<file path="src/hw/core_cfg_pkg.sv">
package core_cfg_pkg;

    //////////////////////////////
    // Core sizes
    //////////////////////////////

    // Integer datapath width
    localparam int XLEN = 32;

    // Reorder buffer entries, also the tag space
    localparam int ROB_DEPTH = 8;

    // Reservation station entries for the simple ALU
    localparam int RS_SLOTS = 4;

    // Tag width follows the reorder buffer depth
    localparam int ROB_TAG_W = $clog2(ROB_DEPTH);

    //////////////////////////////
    // Vector types
    //////////////////////////////

    // Operand or result word
    typedef logic [XLEN-1:0] data_t;

    // Reorder buffer index, doubles as the operation tag
    typedef logic [ROB_TAG_W-1:0] rob_tag_t;

    // Occupancy count, one bit wider so a full buffer is visible
    typedef logic [ROB_TAG_W:0] rob_count_t;

    // One flag per reservation station slot
    typedef logic [RS_SLOTS-1:0] slot_vec_t;

endpackage
</file>
<file path="src/hw/uop_pkg.sv">
package uop_pkg;

    //////////////////////////////
    // Encodings
    //////////////////////////////

    // Simple ALU operations
    typedef enum logic [2:0] {
        ADD = 3'd0,
        SUB = 3'd1,
        AND = 3'd2,
        OR  = 3'd3,
        XOR = 3'd4,
        SLT = 3'd5
    } alu_op_e;

    // Four-phase handshake progress
    typedef enum logic [1:0] {
        IDLE     = 2'd0,
        ACKED    = 2'd1,
        WAIT_LOW = 2'd2
    } hs_state_e;

    //////////////////////////////
    // Payloads between blocks
    //////////////////////////////

    // Ready set means value holds the operand, otherwise tag names the producer
    typedef struct packed {
        logic                  ready;
        core_cfg_pkg::rob_tag_t tag;
        core_cfg_pkg::data_t    value;
    } src_operand_t;

    // Operation as it arrives at the dispatch port
    typedef struct packed {
        alu_op_e      op;
        src_operand_t src_a;
        src_operand_t src_b;
    } dispatch_uop_t;

    // Reservation station contents, carries its own tag
    typedef struct packed {
        alu_op_e                op;
        core_cfg_pkg::rob_tag_t tag;
        src_operand_t           src_a;
        src_operand_t           src_b;
    } rs_entry_t;

    // Single result bus
    typedef struct packed {
        logic                   valid;
        core_cfg_pkg::rob_tag_t tag;
        core_cfg_pkg::data_t    value;
    } result_bcast_t;

    // Reorder buffer answer for one source tag
    typedef struct packed {
        logic                finished;
        core_cfg_pkg::data_t value;
    } rob_lookup_t;

    // In-order retirement record
    typedef struct packed {
        core_cfg_pkg::rob_tag_t tag;
        core_cfg_pkg::data_t    value;
    } retire_t;

endpackage

</file>
<file path="src/hw/ooo_core_top.sv">
`timescale 1ns/10ps

module ooo_core_top (
    input  logic                  clk,
    input  logic                  rst_n,
    input  logic                  disp_req,
    input  uop_pkg::dispatch_uop_t disp_uop,
    output logic                  disp_ack,
    output logic                  retire_req,
    output uop_pkg::retire_t      retire_data,
    input  logic                  retire_ack
);

    // Slot status and control
    core_cfg_pkg::slot_vec_t slot_busy;
    core_cfg_pkg::slot_vec_t slot_ready;
    core_cfg_pkg::slot_vec_t slot_write;
    core_cfg_pkg::slot_vec_t grant;
    uop_pkg::rs_entry_t      new_entry;
    uop_pkg::rs_entry_t      slot_entries [core_cfg_pkg::RS_SLOTS];

    // Result bus shared by slots, dispatch and ROB
    uop_pkg::result_bcast_t bcast;

    // Dispatch to ROB
    logic                   rob_full;
    logic                   rob_alloc;
    core_cfg_pkg::rob_tag_t rob_next_tag;
    core_cfg_pkg::rob_tag_t lookup_tag_a;
    core_cfg_pkg::rob_tag_t lookup_tag_b;
    uop_pkg::rob_lookup_t   lookup_a;
    uop_pkg::rob_lookup_t   lookup_b;

    dispatch_unit u_dispatch (
        .clk(clk), .rst_n(rst_n),
        .disp_req(disp_req), .disp_uop(disp_uop), .disp_ack(disp_ack),
        .slot_busy(slot_busy), .slot_write(slot_write), .new_entry(new_entry),
        .rob_full(rob_full), .rob_next_tag(rob_next_tag), .rob_alloc(rob_alloc),
        .lookup_tag_a(lookup_tag_a), .lookup_tag_b(lookup_tag_b),
        .lookup_a(lookup_a), .lookup_b(lookup_b),
        .bcast(bcast)
    );

    // Identical reservation station entries
    for (genvar i = 0; i < core_cfg_pkg::RS_SLOTS; i++) begin : g_slot
        rs_slot u_slot (
            .clk(clk), .rst_n(rst_n),
            .write(slot_write[i]), .entry_in(new_entry),
            .grant(grant[i]), .bcast(bcast),
            .busy(slot_busy[i]), .ready(slot_ready[i]), .entry(slot_entries[i])
        );
    end

    issue_alu u_issue (
        .clk(clk), .rst_n(rst_n),
        .slot_ready(slot_ready), .slot_entries(slot_entries),
        .grant(grant), .bcast(bcast)
    );

    reorder_buffer u_rob (
        .clk(clk), .rst_n(rst_n),
        .alloc(rob_alloc), .full(rob_full), .next_tag(rob_next_tag),
        .lookup_tag_a(lookup_tag_a), .lookup_tag_b(lookup_tag_b),
        .lookup_a(lookup_a), .lookup_b(lookup_b),
        .bcast(bcast),
        .retire_req(retire_req), .retire_data(retire_data), .retire_ack(retire_ack)
    );

endmodule

</file>
<file path="src/hw/reorder_buffer.sv">
`timescale 1ns/10ps

module reorder_buffer (
    input  logic                   clk,
    input  logic                   rst_n,
    input  logic                   alloc,
    output logic                   full,
    output core_cfg_pkg::rob_tag_t next_tag,
    input  core_cfg_pkg::rob_tag_t lookup_tag_a,
    input  core_cfg_pkg::rob_tag_t lookup_tag_b,
    output uop_pkg::rob_lookup_t   lookup_a,
    output uop_pkg::rob_lookup_t   lookup_b,
    input  uop_pkg::result_bcast_t bcast,
    output logic                   retire_req,
    output uop_pkg::retire_t       retire_data,
    input  logic                   retire_ack
);

    core_cfg_pkg::rob_tag_t            head;
    core_cfg_pkg::rob_tag_t            tail;
    core_cfg_pkg::rob_count_t          count;
    logic [core_cfg_pkg::ROB_DEPTH-1:0] busy;
    logic [core_cfg_pkg::ROB_DEPTH-1:0] finished;
    core_cfg_pkg::data_t               values [core_cfg_pkg::ROB_DEPTH];
    uop_pkg::hs_state_e                rt_state;
    logic                              head_done;
    logic                              retire_fire;

    //////////////////////////////
    // Status
    //////////////////////////////

    assign full     = (count == core_cfg_pkg::rob_count_t'(core_cfg_pkg::ROB_DEPTH));
    assign next_tag = tail;

    // Head allocated and its result is in
    assign head_done = busy[head] && finished[head];

    // Head leaves on the edge where ack meets a raised req
    assign retire_fire = (rt_state == uop_pkg::IDLE) && retire_req && retire_ack;

    // Finished stays set past retirement, cleared when the tag is reused
    assign lookup_a = '{finished: finished[lookup_tag_a], value: values[lookup_tag_a]};
    assign lookup_b = '{finished: finished[lookup_tag_b], value: values[lookup_tag_b]};

    assign retire_data = '{tag: head, value: values[head]};

    //////////////////////////////
    // Pointers and entry flags
    //////////////////////////////

    always_ff @(posedge clk or negedge rst_n) begin
        if (!rst_n) begin
            head     <= '0;
            tail     <= '0;
            count    <= '0;
            busy     <= '0;
            finished <= '0;
        end else begin
            // New operation at the tail
            if (alloc) begin
                busy[tail]     <= 1'b1;
                finished[tail] <= 1'b0;
                tail           <= tail + 1'b1;
            end
            // Completion from the ALU, any order
            if (bcast.valid) begin
                finished[bcast.tag] <= 1'b1;
            end
            // Retire strictly from the head
            if (retire_fire) begin
                busy[head] <= 1'b0;
                head       <= head + 1'b1;
            end
            if (alloc && !retire_fire) begin
                count <= count + 1'b1;
            end else if (!alloc && retire_fire) begin
                count <= count - 1'b1;
            end
        end
    end

    // Result storage
    always_ff @(posedge clk) begin
        if (bcast.valid) begin
            values[bcast.tag] <= bcast.value;
        end
    end

    //////////////////////////////
    // Retire handshake
    //////////////////////////////

    // IDLE raises req and waits for ack, WAIT_LOW waits for ack to drop
    always_ff @(posedge clk or negedge rst_n) begin
        if (!rst_n) begin
            retire_req <= 1'b0;
            rt_state   <= uop_pkg::IDLE;
        end else begin
            case (rt_state)
                uop_pkg::IDLE: begin
                    if (retire_fire) begin
                        retire_req <= 1'b0;
                        rt_state   <= uop_pkg::WAIT_LOW;
                    end else if (head_done) begin
                        retire_req <= 1'b1;
                    end
                end
                uop_pkg::WAIT_LOW: begin
                    if (!retire_ack) begin
                        rt_state <= uop_pkg::IDLE;
                    end
                end
                default: rt_state <= uop_pkg::IDLE;
            endcase
        end
    end

    // Dispatch honours back-pressure
    a_no_alloc_full: assert property (
        @(posedge clk) disable iff (!rst_n)
        alloc |-> !full
    );

    // Each allocated operation completes exactly once
    a_bcast_live: assert property (
        @(posedge clk) disable iff (!rst_n)
        bcast.valid |-> (busy[bcast.tag] && !finished[bcast.tag])
    );

endmodule

</file>
<file path="src/hw/issue_alu.sv">
`timescale 1ns/10ps

module issue_alu (
    input  logic                    clk,
    input  logic                    rst_n,
    input  core_cfg_pkg::slot_vec_t slot_ready,
    input  uop_pkg::rs_entry_t      slot_entries [core_cfg_pkg::RS_SLOTS],
    output core_cfg_pkg::slot_vec_t grant,
    output uop_pkg::result_bcast_t  bcast
);

    uop_pkg::rs_entry_t     sel;
    core_cfg_pkg::data_t    op_a;
    core_cfg_pkg::data_t    op_b;
    core_cfg_pkg::data_t    alu_out;
    logic                   res_valid;
    core_cfg_pkg::rob_tag_t res_tag;
    core_cfg_pkg::data_t    res_value;

    //////////////////////////////
    // Select
    //////////////////////////////

    // Lowest set bit of the ready vector
    assign grant = slot_ready & (~slot_ready + core_cfg_pkg::slot_vec_t'(1));

    // Granted entry, one-hot so a plain scan is enough
    always_comb begin
        sel = '0;
        for (int i = 0; i < core_cfg_pkg::RS_SLOTS; i++) begin
            if (grant[i]) begin
                sel = slot_entries[i];
            end
        end
    end

    //////////////////////////////
    // Simple ALU
    //////////////////////////////

    assign op_a = sel.src_a.value;
    assign op_b = sel.src_b.value;

    always_comb begin
        case (sel.op)
            uop_pkg::ADD: alu_out = op_a + op_b;
            uop_pkg::SUB: alu_out = op_a - op_b;
            uop_pkg::AND: alu_out = op_a & op_b;
            uop_pkg::OR:  alu_out = op_a | op_b;
            uop_pkg::XOR: alu_out = op_a ^ op_b;
            // Signed compare, result is 0 or 1
            uop_pkg::SLT: alu_out = ($signed(op_a) < $signed(op_b)) ?
                                    core_cfg_pkg::data_t'(1) : '0;
            default:      alu_out = '0;
        endcase
    end

    // Result goes on the bus one cycle after grant
    always_ff @(posedge clk or negedge rst_n) begin
        if (!rst_n) begin
            res_valid <= 1'b0;
        end else begin
            res_valid <= |grant;
        end
    end

    always_ff @(posedge clk) begin
        res_tag   <= sel.tag;
        res_value <= alu_out;
    end

    assign bcast = '{valid: res_valid, tag: res_tag, value: res_value};

    // Single issue per cycle, and only from slots that reported ready
    a_grant_legal: assert property (
        @(posedge clk) disable iff (!rst_n)
        $onehot0(grant) && ((grant & ~slot_ready) == '0)
    );

endmodule

</file>
<file path="src/hw/dispatch_unit.sv">
`timescale 1ns/10ps

module dispatch_unit (
    input  logic                    clk,
    input  logic                    rst_n,
    input  logic                    disp_req,
    input  uop_pkg::dispatch_uop_t  disp_uop,
    output logic                    disp_ack,
    input  core_cfg_pkg::slot_vec_t slot_busy,
    output core_cfg_pkg::slot_vec_t slot_write,
    output uop_pkg::rs_entry_t      new_entry,
    input  logic                    rob_full,
    input  core_cfg_pkg::rob_tag_t  rob_next_tag,
    output logic                    rob_alloc,
    output core_cfg_pkg::rob_tag_t  lookup_tag_a,
    output core_cfg_pkg::rob_tag_t  lookup_tag_b,
    input  uop_pkg::rob_lookup_t    lookup_a,
    input  uop_pkg::rob_lookup_t    lookup_b,
    input  uop_pkg::result_bcast_t  bcast
);

    uop_pkg::hs_state_e      state;
    core_cfg_pkg::slot_vec_t free_onehot;
    logic                    accept;
    uop_pkg::src_operand_t   src_a_res;
    uop_pkg::src_operand_t   src_b_res;

    // Fill in a waiting source
    // Same-cycle result wins, then a value already parked in the ROB
    function automatic uop_pkg::src_operand_t resolve_src(
        input uop_pkg::src_operand_t src,
        input uop_pkg::rob_lookup_t  lk,
        input uop_pkg::result_bcast_t bc
    );
        uop_pkg::src_operand_t res;
        res = src;
        if (!src.ready) begin
            if (bc.valid && (bc.tag == src.tag)) begin
                res.ready = 1'b1;
                res.value = bc.value;
            end else if (lk.finished) begin
                res.ready = 1'b1;
                res.value = lk.value;
            end
        end
        return res;
    endfunction

    //////////////////////////////
    // Slot search
    //////////////////////////////

    // Lowest clear bit of the busy vector, zero when all slots are taken
    assign free_onehot = ~slot_busy & (slot_busy + core_cfg_pkg::slot_vec_t'(1));

    // Entry written only from IDLE with room in both RS and ROB
    assign accept = (state == uop_pkg::IDLE) && disp_req && (|free_onehot) && !rob_full;

    assign slot_write = accept ? free_onehot : '0;
    assign rob_alloc  = accept;

    //////////////////////////////
    // Operand capture
    //////////////////////////////

    // ROB is asked about both incoming tags every cycle
    assign lookup_tag_a = disp_uop.src_a.tag;
    assign lookup_tag_b = disp_uop.src_b.tag;

    assign src_a_res = resolve_src(disp_uop.src_a, lookup_a, bcast);
    assign src_b_res = resolve_src(disp_uop.src_b, lookup_b, bcast);

    // Tag comes from the ROB tail
    assign new_entry = '{
        op:    disp_uop.op,
        tag:   rob_next_tag,
        src_a: src_a_res,
        src_b: src_b_res
    };

    //////////////////////////////
    // Four-phase handshake
    //////////////////////////////

    // IDLE accepts, ACKED holds ack until req falls, WAIT_LOW is the dead cycle
    always_ff @(posedge clk or negedge rst_n) begin
        if (!rst_n) begin
            state <= uop_pkg::IDLE;
        end else begin
            case (state)
                uop_pkg::IDLE: begin
                    if (accept) begin
                        state <= uop_pkg::ACKED;
                    end
                end
                uop_pkg::ACKED: begin
                    if (!disp_req) begin
                        state <= uop_pkg::WAIT_LOW;
                    end
                end
                uop_pkg::WAIT_LOW: state <= uop_pkg::IDLE;
                default:           state <= uop_pkg::IDLE;
            endcase
        end
    end

    // Ack rises on the write edge, falls the cycle after req drops
    assign disp_ack = (state == uop_pkg::ACKED);

    // At most one slot takes the new operation
    a_write_onehot: assert property (
        @(posedge clk) disable iff (!rst_n)
        (slot_write != '0) |-> $onehot(slot_write)
    );

endmodule

</file>
<file path="src/hw/rs_slot.sv">
`timescale 1ns/10ps

module rs_slot (
    input  logic                   clk,
    input  logic                   rst_n,
    input  logic                   write,
    input  uop_pkg::rs_entry_t     entry_in,
    input  logic                   grant,
    input  uop_pkg::result_bcast_t bcast,
    output logic                   busy,
    output logic                   ready,
    output uop_pkg::rs_entry_t     entry
);

    logic wake_a;
    logic wake_b;

    // Result bus hits a source still waiting on that tag
    assign wake_a = bcast.valid && !entry.src_a.ready && (bcast.tag == entry.src_a.tag);
    assign wake_b = bcast.valid && !entry.src_b.ready && (bcast.tag == entry.src_b.tag);

    //////////////////////////////
    // Occupancy
    //////////////////////////////

    // Write and grant never coincide, a granted slot is busy and a written one free
    always_ff @(posedge clk or negedge rst_n) begin
        if (!rst_n) begin
            busy <= 1'b0;
        end else if (write) begin
            busy <= 1'b1;
        end else if (grant) begin
            busy <= 1'b0;
        end
    end

    //////////////////////////////
    // Entry and wakeup
    //////////////////////////////

    always_ff @(posedge clk) begin
        if (write) begin
            entry <= entry_in;
        end else begin
            if (wake_a) begin
                entry.src_a.ready <= 1'b1;
                entry.src_a.value <= bcast.value;
            end
            if (wake_b) begin
                entry.src_b.ready <= 1'b1;
                entry.src_b.value <= bcast.value;
            end
        end
    end

    // Eligible for issue once both operands sit in the entry
    assign ready = busy && entry.src_a.ready && entry.src_b.ready;

    // Dispatch only picks slots reported free
    a_no_overwrite: assert property (
        @(posedge clk) disable iff (!rst_n)
        write |-> !busy
    );

endmodule

</file>
<file path="config.mk">
export PLATFORM = sky130hd
export DESIGN_NAME = ooo_core_top
export DESIGN_NICKNAME = d
export VERILOG_FILES = /design/src/hw/core_cfg_pkg.sv /design/src/hw/uop_pkg.sv /design/src/hw/ooo_core_top.sv /design/src/hw/reorder_buffer.sv /design/src/hw/issue_alu.sv /design/src/hw/dispatch_unit.sv /design/src/hw/rs_slot.sv
export SDC_FILE = /design/constraint.sdc
export NUM_CORES = 1
export LEC_CHECK = 0
export BUFFER_PORTS_ARGS = -buffer_cell sky130_fd_sc_hd__buf_2
export CAP_MARGIN = 20
export CORE_MARGIN = 4
export CORE_UTILIZATION = 34
export CTS_CLUSTER_SIZE = 14
export DETAILED_ROUTE_END_ITERATION = 6
export PLACE_DENSITY_LB_ADDON = 0.08
export SYNTH_ARGS = -nofsm -noshare
export SYNTH_HDL_FRONTEND = slang
export SYNTH_SLANG_ARGS = --single-unit
</file>
<file path="constraint.sdc">
create_clock -name clk -period 10.15 [get_ports clk]
set_clock_uncertainty 0.05 [all_clocks]
set_input_delay 1.015 -clock clk [delete_from_list [all_inputs] [get_ports clk]]
set_output_delay 1.015 -clock clk [all_outputs]
set_load 0.03 [all_outputs]
</file>
# Word-level counts from Yosys, hierarchy flattened
# Memories as Yosys holds them, arrays and structs flattened.
# Index checks and enable logic that the tools add are counted.
[totals]
memories = 1
mem_bits_ro = 0
mem_bits_rw = 256
in_bits = 79
wordCells = 255
reg_bits = 383
latch_bits = 0
output_inout_bits = 37
[op_classes]
n_div = 0
bitwise_logic = 13
add_sub_neg = 8
mul = 0
eq_ne = 22
reduce_logical = 70
n_lt_le_gt_ge = 9
n_mux = 85
shifts = 0
[mem_list]
columns = ["name", "words", "width", "rd", "rd_ports_with_merged_regs", "wr", "line", "rtl"]
rows = [
  ["u_rob.values", 8, 32, 3, 0, 1, "reorder_buffer.sv:24", "core_cfg_pkg::data_t values [core_cfg_pkg::ROB_DEPTH];"],
]
[ops]
columns = ["op", "n"]
rows = [
  ["32-bit two-way mux", 18],
  ["78-bit two-way mux", 4],
  ["32-bit one-hot mux with 6 select lines", 1],
  ["33-bit two-way mux", 4],
  ["1-bit two-way mux", 38],
  ["1-bit logical AND", 37],
  ["32-bit adder", 1],
  ["32-bit bitwise AND", 1],
  ["32-bit less-than comparator", 1],
  ["8-bit two-way mux", 4],
  ["32-bit OR", 1],
  ["32-bit subtractor", 1],
  ["32-bit bitwise XOR", 1],
  ["3-bit == test", 10],
  ["2-bit nonzero test", 14],
  ["3-bit by 4-bit less-than comparator with 1-bit output (second input constant)", 5],
  ["8-bit bitwise AND", 2],
  ["8-bit inverter", 2],
  ["8-bit OR", 2],
  ["4-bit by 1-bit adder with 4-bit output (second input constant)", 3],
  ["1-bit binary-select mux with 3-bit select", 4],
  ["4-bit two-way mux", 3],
  ["1-bit logical NOT", 11],
  ["1-bit demux with 3-bit select", 3],
  ["19 further kinds", 36],
]

# Depth between registers and ports, before layout
# Gate-level depths: netlist of the first run.
[logic_depth]
word_depth = 12
depth_mapped = 19
depth_no_buf = 17

# Modules after synthesis
# From an unflattened synthesis of the first run, not the netlist that was laid out.
[unflattened]
hier_cells = 3313
area_unflattened_um2 = 38684.6
[by_module_without_submodules]
columns = ["module", "seq_area_each_um2", "area_each_um2", "n_inst", "cells_per_inst"]
rows = [
  ["reorder_buffer", 8388.0, 14953.1, 1, 739],
  ["rs_slot", 2367.3, 3246.9, 4, 265],
  ["issue_alu", 725.7, 7483.4, 1, 1087],
  ["dispatch_unit", 50.0, 3260.6, 1, 427],
]

# Worst setup path before layout of the first run
# OpenSTA, ideal clock, no wires.
[synth_timing]
path_type = "reg-to-reg"
start = "reg g_slot[0].u_slot.busy"
end = "reg u_issue.res_value[23]"
setup_ps = 134
period_less_slack_ps = 4476
path_buffers = 3
arrival_ps = 4292
required_time_ps = 9966
slack_ps = 5674
path_stages_with_launch = 18
path_cell_list = "dfrtp_1 and3_1 clkbuf_1 clkbuf_1 clkbuf_1 nor2_1 a221oi_1 inv_1 ha_1 nor2_1 o311ai_0 a21boi_2 nor4_2 o21ai_4 a21oi_2 nor3_2 and3_1 or4_1"
[synth_via]
elab_chain_len = 11
elab_cells_between_ends = 21
cone_classes = "3 x add/sub; 5 x eq/ne; 5 x mux; 5 x bitwise; 3 x reduce/logical"
[synth_lines]
columns = ["element", "line", "rtl"]
rows = [
  ["start, declared", "rs_slot.sv:10", "output logic busy,"],
  ["start signal, assigned", "rs_slot.sv:29", "busy <= 1'b0;"],
  ["start signal, assigned", "rs_slot.sv:31", "busy <= 1'b1;"],
  ["start signal, assigned", "rs_slot.sv:33", "busy <= 1'b0;"],
  ["1-bit logical AND (*) (2 in series)", "rs_slot.sv:57", "assign ready = busy && entry.src_a.ready && entry.src_b.ready;"],
  ["4-bit inverter", "issue_alu.sv:25", "assign grant = slot_ready & (~slot_ready + core_cfg_pkg::slot_vec_t'(1));"],
  ["4-bit by 1-bit adder with 4-bit output", "issue_alu.sv:25", ""],
  ["4-bit bitwise AND (*)", "issue_alu.sv:25", ""],
  ["78-bit two-way mux (3 in series)", "issue_alu.sv:31", "if (grant[i]) begin"],
  ["78-bit two-way mux (*)", "issue_alu.sv:31", ""],
  ["32-bit subtractor, or another cell as far along", "issue_alu.sv:47", "uop_pkg::SUB: alu_out = op_a - op_b;"],
  ["32-bit one-hot mux with 6 select lines (*)", "issue_alu.sv:45", "case (sel.op)"],
  ["via u_issue.alu_out[23]", "issue_alu.sv:15", "core_cfg_pkg::data_t alu_out;"],
  ["end signal, assigned", "issue_alu.sv:69", "res_value <= alu_out;"],
  ["end, declared", "issue_alu.sv:18", "core_cfg_pkg::data_t res_value;"],
]
# Mark *: on every way through the listed nets, which the timed path passes. The rest lies on a longest branch.
# A chain may end at the register's enable or synchronous reset.

# Final worst setup path of the first run
[layout_timing]
start = "reg g_slot[1].u_slot.entry[71] (netlist bit)"
end = "reg u_issue.res_value[28]"
[layout_via]
elab_chain_len = 10
elab_cells_between_ends = 20
cone_classes = "3 x add/sub; 5 x eq/ne; 4 x mux; 5 x bitwise; 3 x reduce/logical"
[layout_lines]
columns = ["element", "line", "rtl"]
rows = [
  ["start, declared", "rs_slot.sv:12", "output uop_pkg::rs_entry_t entry"],
  ["start signal, assigned", "rs_slot.sv:43", "entry <= entry_in;"],
  ["1-bit logical AND (*) (2 in series)", "rs_slot.sv:57", ""],
  ["4-bit inverter", "issue_alu.sv:25", ""],
  ["4-bit by 1-bit adder with 4-bit output", "issue_alu.sv:25", ""],
  ["4-bit bitwise AND (*)", "issue_alu.sv:25", ""],
  ["78-bit two-way mux (2 in series)", "issue_alu.sv:31", ""],
  ["78-bit two-way mux (*)", "issue_alu.sv:31", ""],
  ["32-bit subtractor, or another cell as far along", "issue_alu.sv:47", ""],
  ["32-bit one-hot mux with 6 select lines (*)", "issue_alu.sv:45", ""],
  ["via u_issue.alu_out[28]", "issue_alu.sv:15", ""],
]
# Marked as above.

==> results of run 1 <==
## sequential cells by signal, indices dropped and copies added, names as in the netlist, 4 cells and up
| register | count |
|---|---|
| u_rob.values | 256 |
| g_slot.u_slot.entry | 312 |
| g_slot.u_slot.busy | 4 |
| u_rob.busy | 8 |
| u_rob.finished | 8 |
| u_issue.res_value | 32 |
| u_rob.count | 4 |
## cell families after synthesis
kind of cell,Yosys count
simple gates,688
buf+inv,333
flops,638
xor+xnor,60
compound gates,872
mux,272
fa+ha+maj,111
## cells in the mapped netlist (6+ instances only)
cell	n
mux4_2	200
nor2b_1	7
and3_1	10
or4_1	6
a21o_1	21
nor3_1	28
o31ai_1	12
o211ai_1	12
o21bai_1	20
nand3_1	21
o22ai_1	79
nand4_1	12
mux2i_1	70
clkbuf_1	160
ha_1	108
edfxtp_1	568
nor4_1	9
a211oi_1	24
a31o_2	6
a22o_1	6
inv_1	105
a221o_1	70
buf_2	33
nor2_1	345
a21oi_1	353
xor2_1	12
o21ai_0	118
dfxtp_1	35
buf_1	31
a22oi_1	75
a31oi_1	16
nand2b_1	8
xnor2_1	48
nand2_1	215
dfrtp_1	35
nor3b_1	7
## power by group
group	internal, mW	total [mW]	switching (mW)
Clock	1.59	2.71	1.12
Combinational	2.49	7.26	4.77
Sequential	3.82	4.44	0.616
Total	7.90	14.4	6.50
## worst paths after layout
path                                              end  slack (ns)  cells past startpoint
worst max-delay path            u_issue.res_value[28]        4.20                     16
worst min-delay path                   u_rob.count[3]        0.42                      1
worst max register to register  u_issue.res_value[28]        4.20                     16
worst min register to register         u_rob.count[3]        0.42                      1
max in group asynchronous               u_rob.head[2]        8.90                      1
min in group asynchronous               u_rob.busy[6]        0.48                      1
## per-stage QoR
step                      hold slack (ns)  cells  cell area [um2]
after CTS                           0.424   4448            40000
after floorplan                     0.384   2974            35500
final                               0.416   4453            40000
after global placement              0.410   4306            37600
after global routing                0.436   4448            40000
after detailed placement            0.406   4307            37600
## layout make-up
class / count / area (um2)
Clock inverter: 30 / 303
Inverter: 108 / 405
Tap cell: 1380 / 1730
Antenna cell: 5 / 12.5
Sequential cell: 638 / 18600
Fill cell: 9942 / 63600
Multi-Input combinational cell: 2003 / 15800
Timing Repair Buffer: 178 / 1060
Clock buffer: 111 / 2130
## metal layers
metal	global-route usage, %	vias to the layer above	routed length [um]
li1	-	11600	-
met1	31.0	13500	54700
met2	35.6	991	58100
met3	3.18	125	8360
met4	4.73	0	2230
met5	0	-	0
==> metrics.cfg, run 1 <==
[run_status]
status = completed

[placed_design]
io_buffers = 115
post-dp-hpwl_um = 78900
place_ws_ns = 4.20
finalWeightedCongestion = 0.870

[clock_tree]
worst_skew_pair.late_latency_ns = 0.63
cts-buffers-inserted = 76
clockRootBuffer = clkbuf_16
cts_hold_buf = 0
cts_tree = built
post_cts_resized = 0
clockBufferDepth = 3
htree_levels = 3
post-cts-setup-buffers = 0
cts.reportedPaths.clkPinSlew_ns = 0.06
clock-sinks = 638

[synthesis]
synth_top_cell_by_area = edfxtp_1
netlist_area_mm2 = 0.0355
yosysSeqAreaShare_pct = 52.5
synth_top_area_share_pct = 48.0
synth_edf_count = 568
syn_avg_cell_area_um2 = 11.9
synth-simple-area-share_pct = 8.17
muxShareOfSynthArea_pct = 14.7
synth_top_family_by_area = compound AO/OA/AOI/OAI gates
ys_types = 78
synth_compound_area_share_pct = 15.6
synthArstFlopShare_pct = 5.49
syn_nets = 3164
yosys_warnings = 0
synth_xor_area_share_pct = 1.48
syn_inst = 2974
yosys_register_bits = 638
ys.flop_type = edfxtp_1
synthAdderAreaFrac_pct = 3.97
synthTopCellsByArea = edfxtp_1, mux4_2, a21oi_1

[job]
drv_cap = 0

[global_routing]
grt_max_degree = 99
overflow = 0
grt_use_total_pct = 21.8
grt_pass1_wl_um = 179000
grt_pass1_vias = 25900
grt_antenna_before_repair = 1

[route]
viasPerCell = 5.88
dr.pass1.iters = 6
antenna_left = 0
drt_iter0_markers = 2608
finalWirelength_um = 123000
routedWlPerCell_um = 27.7
remaining_drc_errors = 0
vias = 26200

[worst_setup_path]
crit_type = reg -> reg
critical_path_buf_inv_count = 2
r2r_start = g_slot[1].u_slot.entry[71]
crit_top_cell = a21oi_1
critPathSlowestCell = buf_4
path_cells = and3_2 > nor4_4 > buf_4 > a221o_1 > ha_1 > inv_1 > fa_1 > nand3b_1 > a21oi_1 > o21ai_0 > a31oi_1 > a21oi_1 > o31ai_1 > a21boi_0 > or4_1 > nand3_1
required_ns = 10.65
critical_path_arrival_ns = 6.45
cp-end-kind = flip-flop
critPathTopFamily = compound AO/OA/AOI/OAI gates
cp-startpoint = g_slot[1].u_slot.entry[71]
cp-start-kind = flip-flop
max_stage_delay_ns = 0.73
crit_fanout = 62

[power]
power_mw = 14.4
cellLeakagePower_nw = 14.2
ir_drop_uv = 181
p_per_area_mw_per_mm2 = 360

[cells_and_area]
nets = 3195
syn_to_final_growth_pct = 12.7
fin_util_pct = 38.6
layout_common_cells = edfxtp_1, a21oi_1, nor2_1
layout_commonest_cell = edfxtp_1
drive_gt1_share_pct = 17.4

[floorplanning]
die_h_um = 331
fp.coreArea_mm2 = 0.104
rows = 118
dieArea_mm2 = 0.110
fp.dieW_um = 331
initial_utilization_pct = 34.3
io_pins = 116

[sta]
slew-limit-headroom_pct = 26.5
rsz0062_at_grt = no
setup_viol = 0
drv_slew = 0
hold_viol = 0
setup_tns_ns = 0
post-route-period-util_pct = 58.6
fmax_mhz = 168
tightest_slew_ns = 1.10
layout_setup_ws_ns = 4.20
fin_crit_ns = 5.95

[hold_path]
hold_class = reg -> reg
hp-start = u_rob.count[3]

Power figures use the tool's default switching activity.
==> inputs of run 2 (changes only) <==
==> constraint.sdc (replaced) <==
create_clock -name clk -period 5.85 [get_ports clk]
set_clock_uncertainty 0.05 [all_clocks]
set_input_delay 0.585 -clock clk [delete_from_list [all_inputs] [get_ports clk]]
set_output_delay 0.585 -clock clk [all_outputs]
set_load 0.03 [all_outputs]
==> run 2 against run 1 <==
Compared with the run above: critical path type unchanged; count of clock-buffer cells in the layout shrank 11; total power grew 76%; sequential cell count is the same; hold slack lost 0.34 ns; routed wire length grew 1.2%; clock power grew 79%; first-iteration DRC count grew 1.2%; non-clock buffer count grew 8; global-route usage grew 0.26 points; largest power group unchanged; core utilization grew 0.23 points.
==> metrics.cfg, run 2 (synthesis gave the netlist of run 1 again) <==
[run_status]
status = completed  ; unchanged

[floorplanning]
fp.dieW_um = 331  ; unchanged
rows = 118  ; unchanged
initial_utilization_pct = 34.3  ; unchanged
dieArea_mm2 = 0.110  ; unchanged
die_h_um = 331  ; unchanged
fp.coreArea_mm2 = 0.104  ; unchanged
io_pins = 116  ; unchanged

[global_routing]
grt_antenna_before_repair = 3  ; was 1
grt_use_total_pct = 22.1  ; was 21.8%
overflow = 0  ; unchanged
grt_pass1_vias = 26100  ; was 25900
grt_pass1_wl_um = 181000  ; was 179000 um
grt_max_degree = 141  ; was 99

[sta]
setup_viol = 0  ; unchanged
hold_viol = 0  ; unchanged
fmax_mhz = 189  ; was 168 MHz
tightest_slew_ns = 1.10  ; about the same
post-route-period-util_pct = 90.2  ; was 58.6%
drv_slew = 0  ; unchanged
slew-limit-headroom_pct = 26.1  ; was 26.5%
layout_setup_ws_ns = 0.573  ; was 4.20 ns
fin_crit_ns = 5.28  ; was 5.95 ns
rsz0062_at_grt = no  ; unchanged
whs_ns = 0.0730  ; was 0.416 ns
setup_tns_ns = 0  ; unchanged

[power]
combPwrFrac_pct = 50.0  ; was 50.4%
power_mw = 25.4  ; was 14.4 mW
switchingPower_mw = 11.5  ; was 6.50 mW
p_int_mw = 13.9  ; was 7.90 mW
p_per_area_mw_per_mm2 = 629  ; was 360 mW/mm2
cellLeakagePower_nw = 14.3  ; was 14.2 nW
switching_share_pct = 45.3  ; was 45.1%
ir_drop_uv = 361  ; was 181 uV
pwr-share-clk_pct = 19.1  ; was 18.8%
seqPwrFrac_pct = 30.9  ; was 30.8%

[route]
vias = 26200  ; about the same
routedWlPerCell_um = 28.0  ; was 27.7 um
drt_iter0_markers = 2638  ; was 2608
dr.pass1.iters = 6  ; unchanged
viasPerCell = 5.88  ; about the same
remaining_drc_errors = 0  ; unchanged
finalWirelength_um = 125000  ; was 123000 um
antenna_left = 0  ; unchanged

[clock_tree]
clockRootBuffer = clkbuf_16  ; unchanged
htree_levels = 3  ; unchanged
worst_skew_pair.late_latency_ns = 0.66  ; was 0.63 ns
cts.reportedPaths.clkPinSlew_ns = 0.06  ; about the same
clockBufferDepth = 3  ; unchanged
cts_tree = built  ; unchanged
post-cts-setup-buffers = 0  ; unchanged
clock-sinks = 638  ; unchanged
cts-buffers-inserted = 77  ; was 76

[placed_design]
placed_cells = 4313  ; was 4307
finalWeightedCongestion = 0.879  ; was 0.870
place_ws_ns = 0.560  ; was 4.20 ns
io_buffers = 115  ; unchanged
post-dp-hpwl_um = 81200  ; was 78900 um

[worst_setup_path]
cp-end-kind = flip-flop  ; unchanged
crit_fanout = 140  ; was 62
cp-start-kind = flip-flop  ; unchanged
crit_type = reg -> reg  ; unchanged
critical_path_arrival_ns = 5.76  ; was 6.45 ns
required_ns = 6.34  ; was 10.65 ns
reg2regPathDepth = 16  ; unchanged
reg2reg_slack_ns = 0.57  ; was 4.20 ns

[cells_and_area]
top_regs = g_slot.u_slot.entry (312), u_rob.values (256), u_issue.res_value (32)  ; unchanged
layout_common_cells = edfxtp_1, a21oi_1, nor2_1  ; unchanged
regMostFlops = g_slot.u_slot.entry  ; unchanged
layoutNonFillerInstCount = 4456  ; was 4453
drive_gt1_share_pct = 17.9  ; was 17.4%
layout_commonest_cell = edfxtp_1  ; unchanged
largest_reg_flops = 312  ; unchanged
nets = 3204  ; was 3195
syn_to_final_growth_pct = 13.4  ; was 12.7%

[hold_path]
hold_depth = 2  ; was 1
hold_class = in -> reg  ; was reg -> reg

[job]
drv_cap = 0  ; unchanged

==> run 2: per-stage QoR <==
step	cell area [um2]	util, %
after CTS	40200	38.8
after floorplan	35500	-
after global placement	37700	36.4
final	40300	38.9
after detailed placement	37700	36.4
after global routing	40300	38.9
==> run 2: critical path, cell delays in order, from the launching register on <==
cell	delay, ns
dfrtp_1	0.48
and3_4	0.28
buf_12	0.47
nor2_1	0.12
a221oi_1	0.59
inv_1	0.15
ha_1	0.36
nor2_1	0.07
o311ai_0	0.56
buf_4	0.24
a21boi_2	0.06
nor4_2	0.49
o21ai_4	0.18
a21oi_2	0.19
nor3_2	0.06
and3_1	0.20
or4_1	0.51
==> run 2: per-layer routing <==
layer / routed length, um / vias to the layer above / GRT usage [%]
li1: - / 11600 / -
met1: 55600 / 13400 / 31.6
met2: 57900 / 988 / 35.1
met3: 8390 / 195 / 3.33
met4: 2980 / 2 / 6.04
met5: 13 / - / 0
==> run 2: what timing repair did <==
item                                    CTS  global route
resized for setup                         0             0
endpoints found under the hold margin    35             0
hold buffers                              1             0
endpoints found under the setup margin    0             0
==> run 2: cell type report <==
cell class                 instances  area [um2]
fill                            9987       63400
sequential                       638       18600
multi-input combinational       2003       15800
clock buffer                     100        2090
tap                             1380        1730
timing repair buffer             186        1190
clock inverter                    38         439
inverter                         108         405
antenna                            3        7.51
==> run 2: power by group through the flow <==
| stage | Sequential (mW) | Combinational [mW] | Clock, mW |
|---|---|---|---|
| after floorplan | 7.25 | 8.66 | 0 |
| after global routing | 7.99 | 13.8 | 5.12 |
| after global placement | 7.86 | 12.5 | 0 |
| after CTS | 7.83 | 12.6 | 4.94 |
| final | 7.84 | 12.7 | 4.84 |
| after detailed placement | 7.91 | 12.5 | 0 |
==> run 2: final timing paths <==
| kind | start | end |
|---|---|---|
| worst max-delay path | g_slot[0].u_slot.busy | u_issue.res_value[23] |
| worst min-delay path | disp_req | u_dispatch.state[1] |
| worst max register to register | g_slot[0].u_slot.busy | u_issue.res_value[23] |
| worst min register to register | u_rob.count[3] | u_rob.count[3] |
| max in group asynchronous | rst_n | u_rob.head[2] |
| min in group asynchronous | rst_n | u_rob.count[2] |
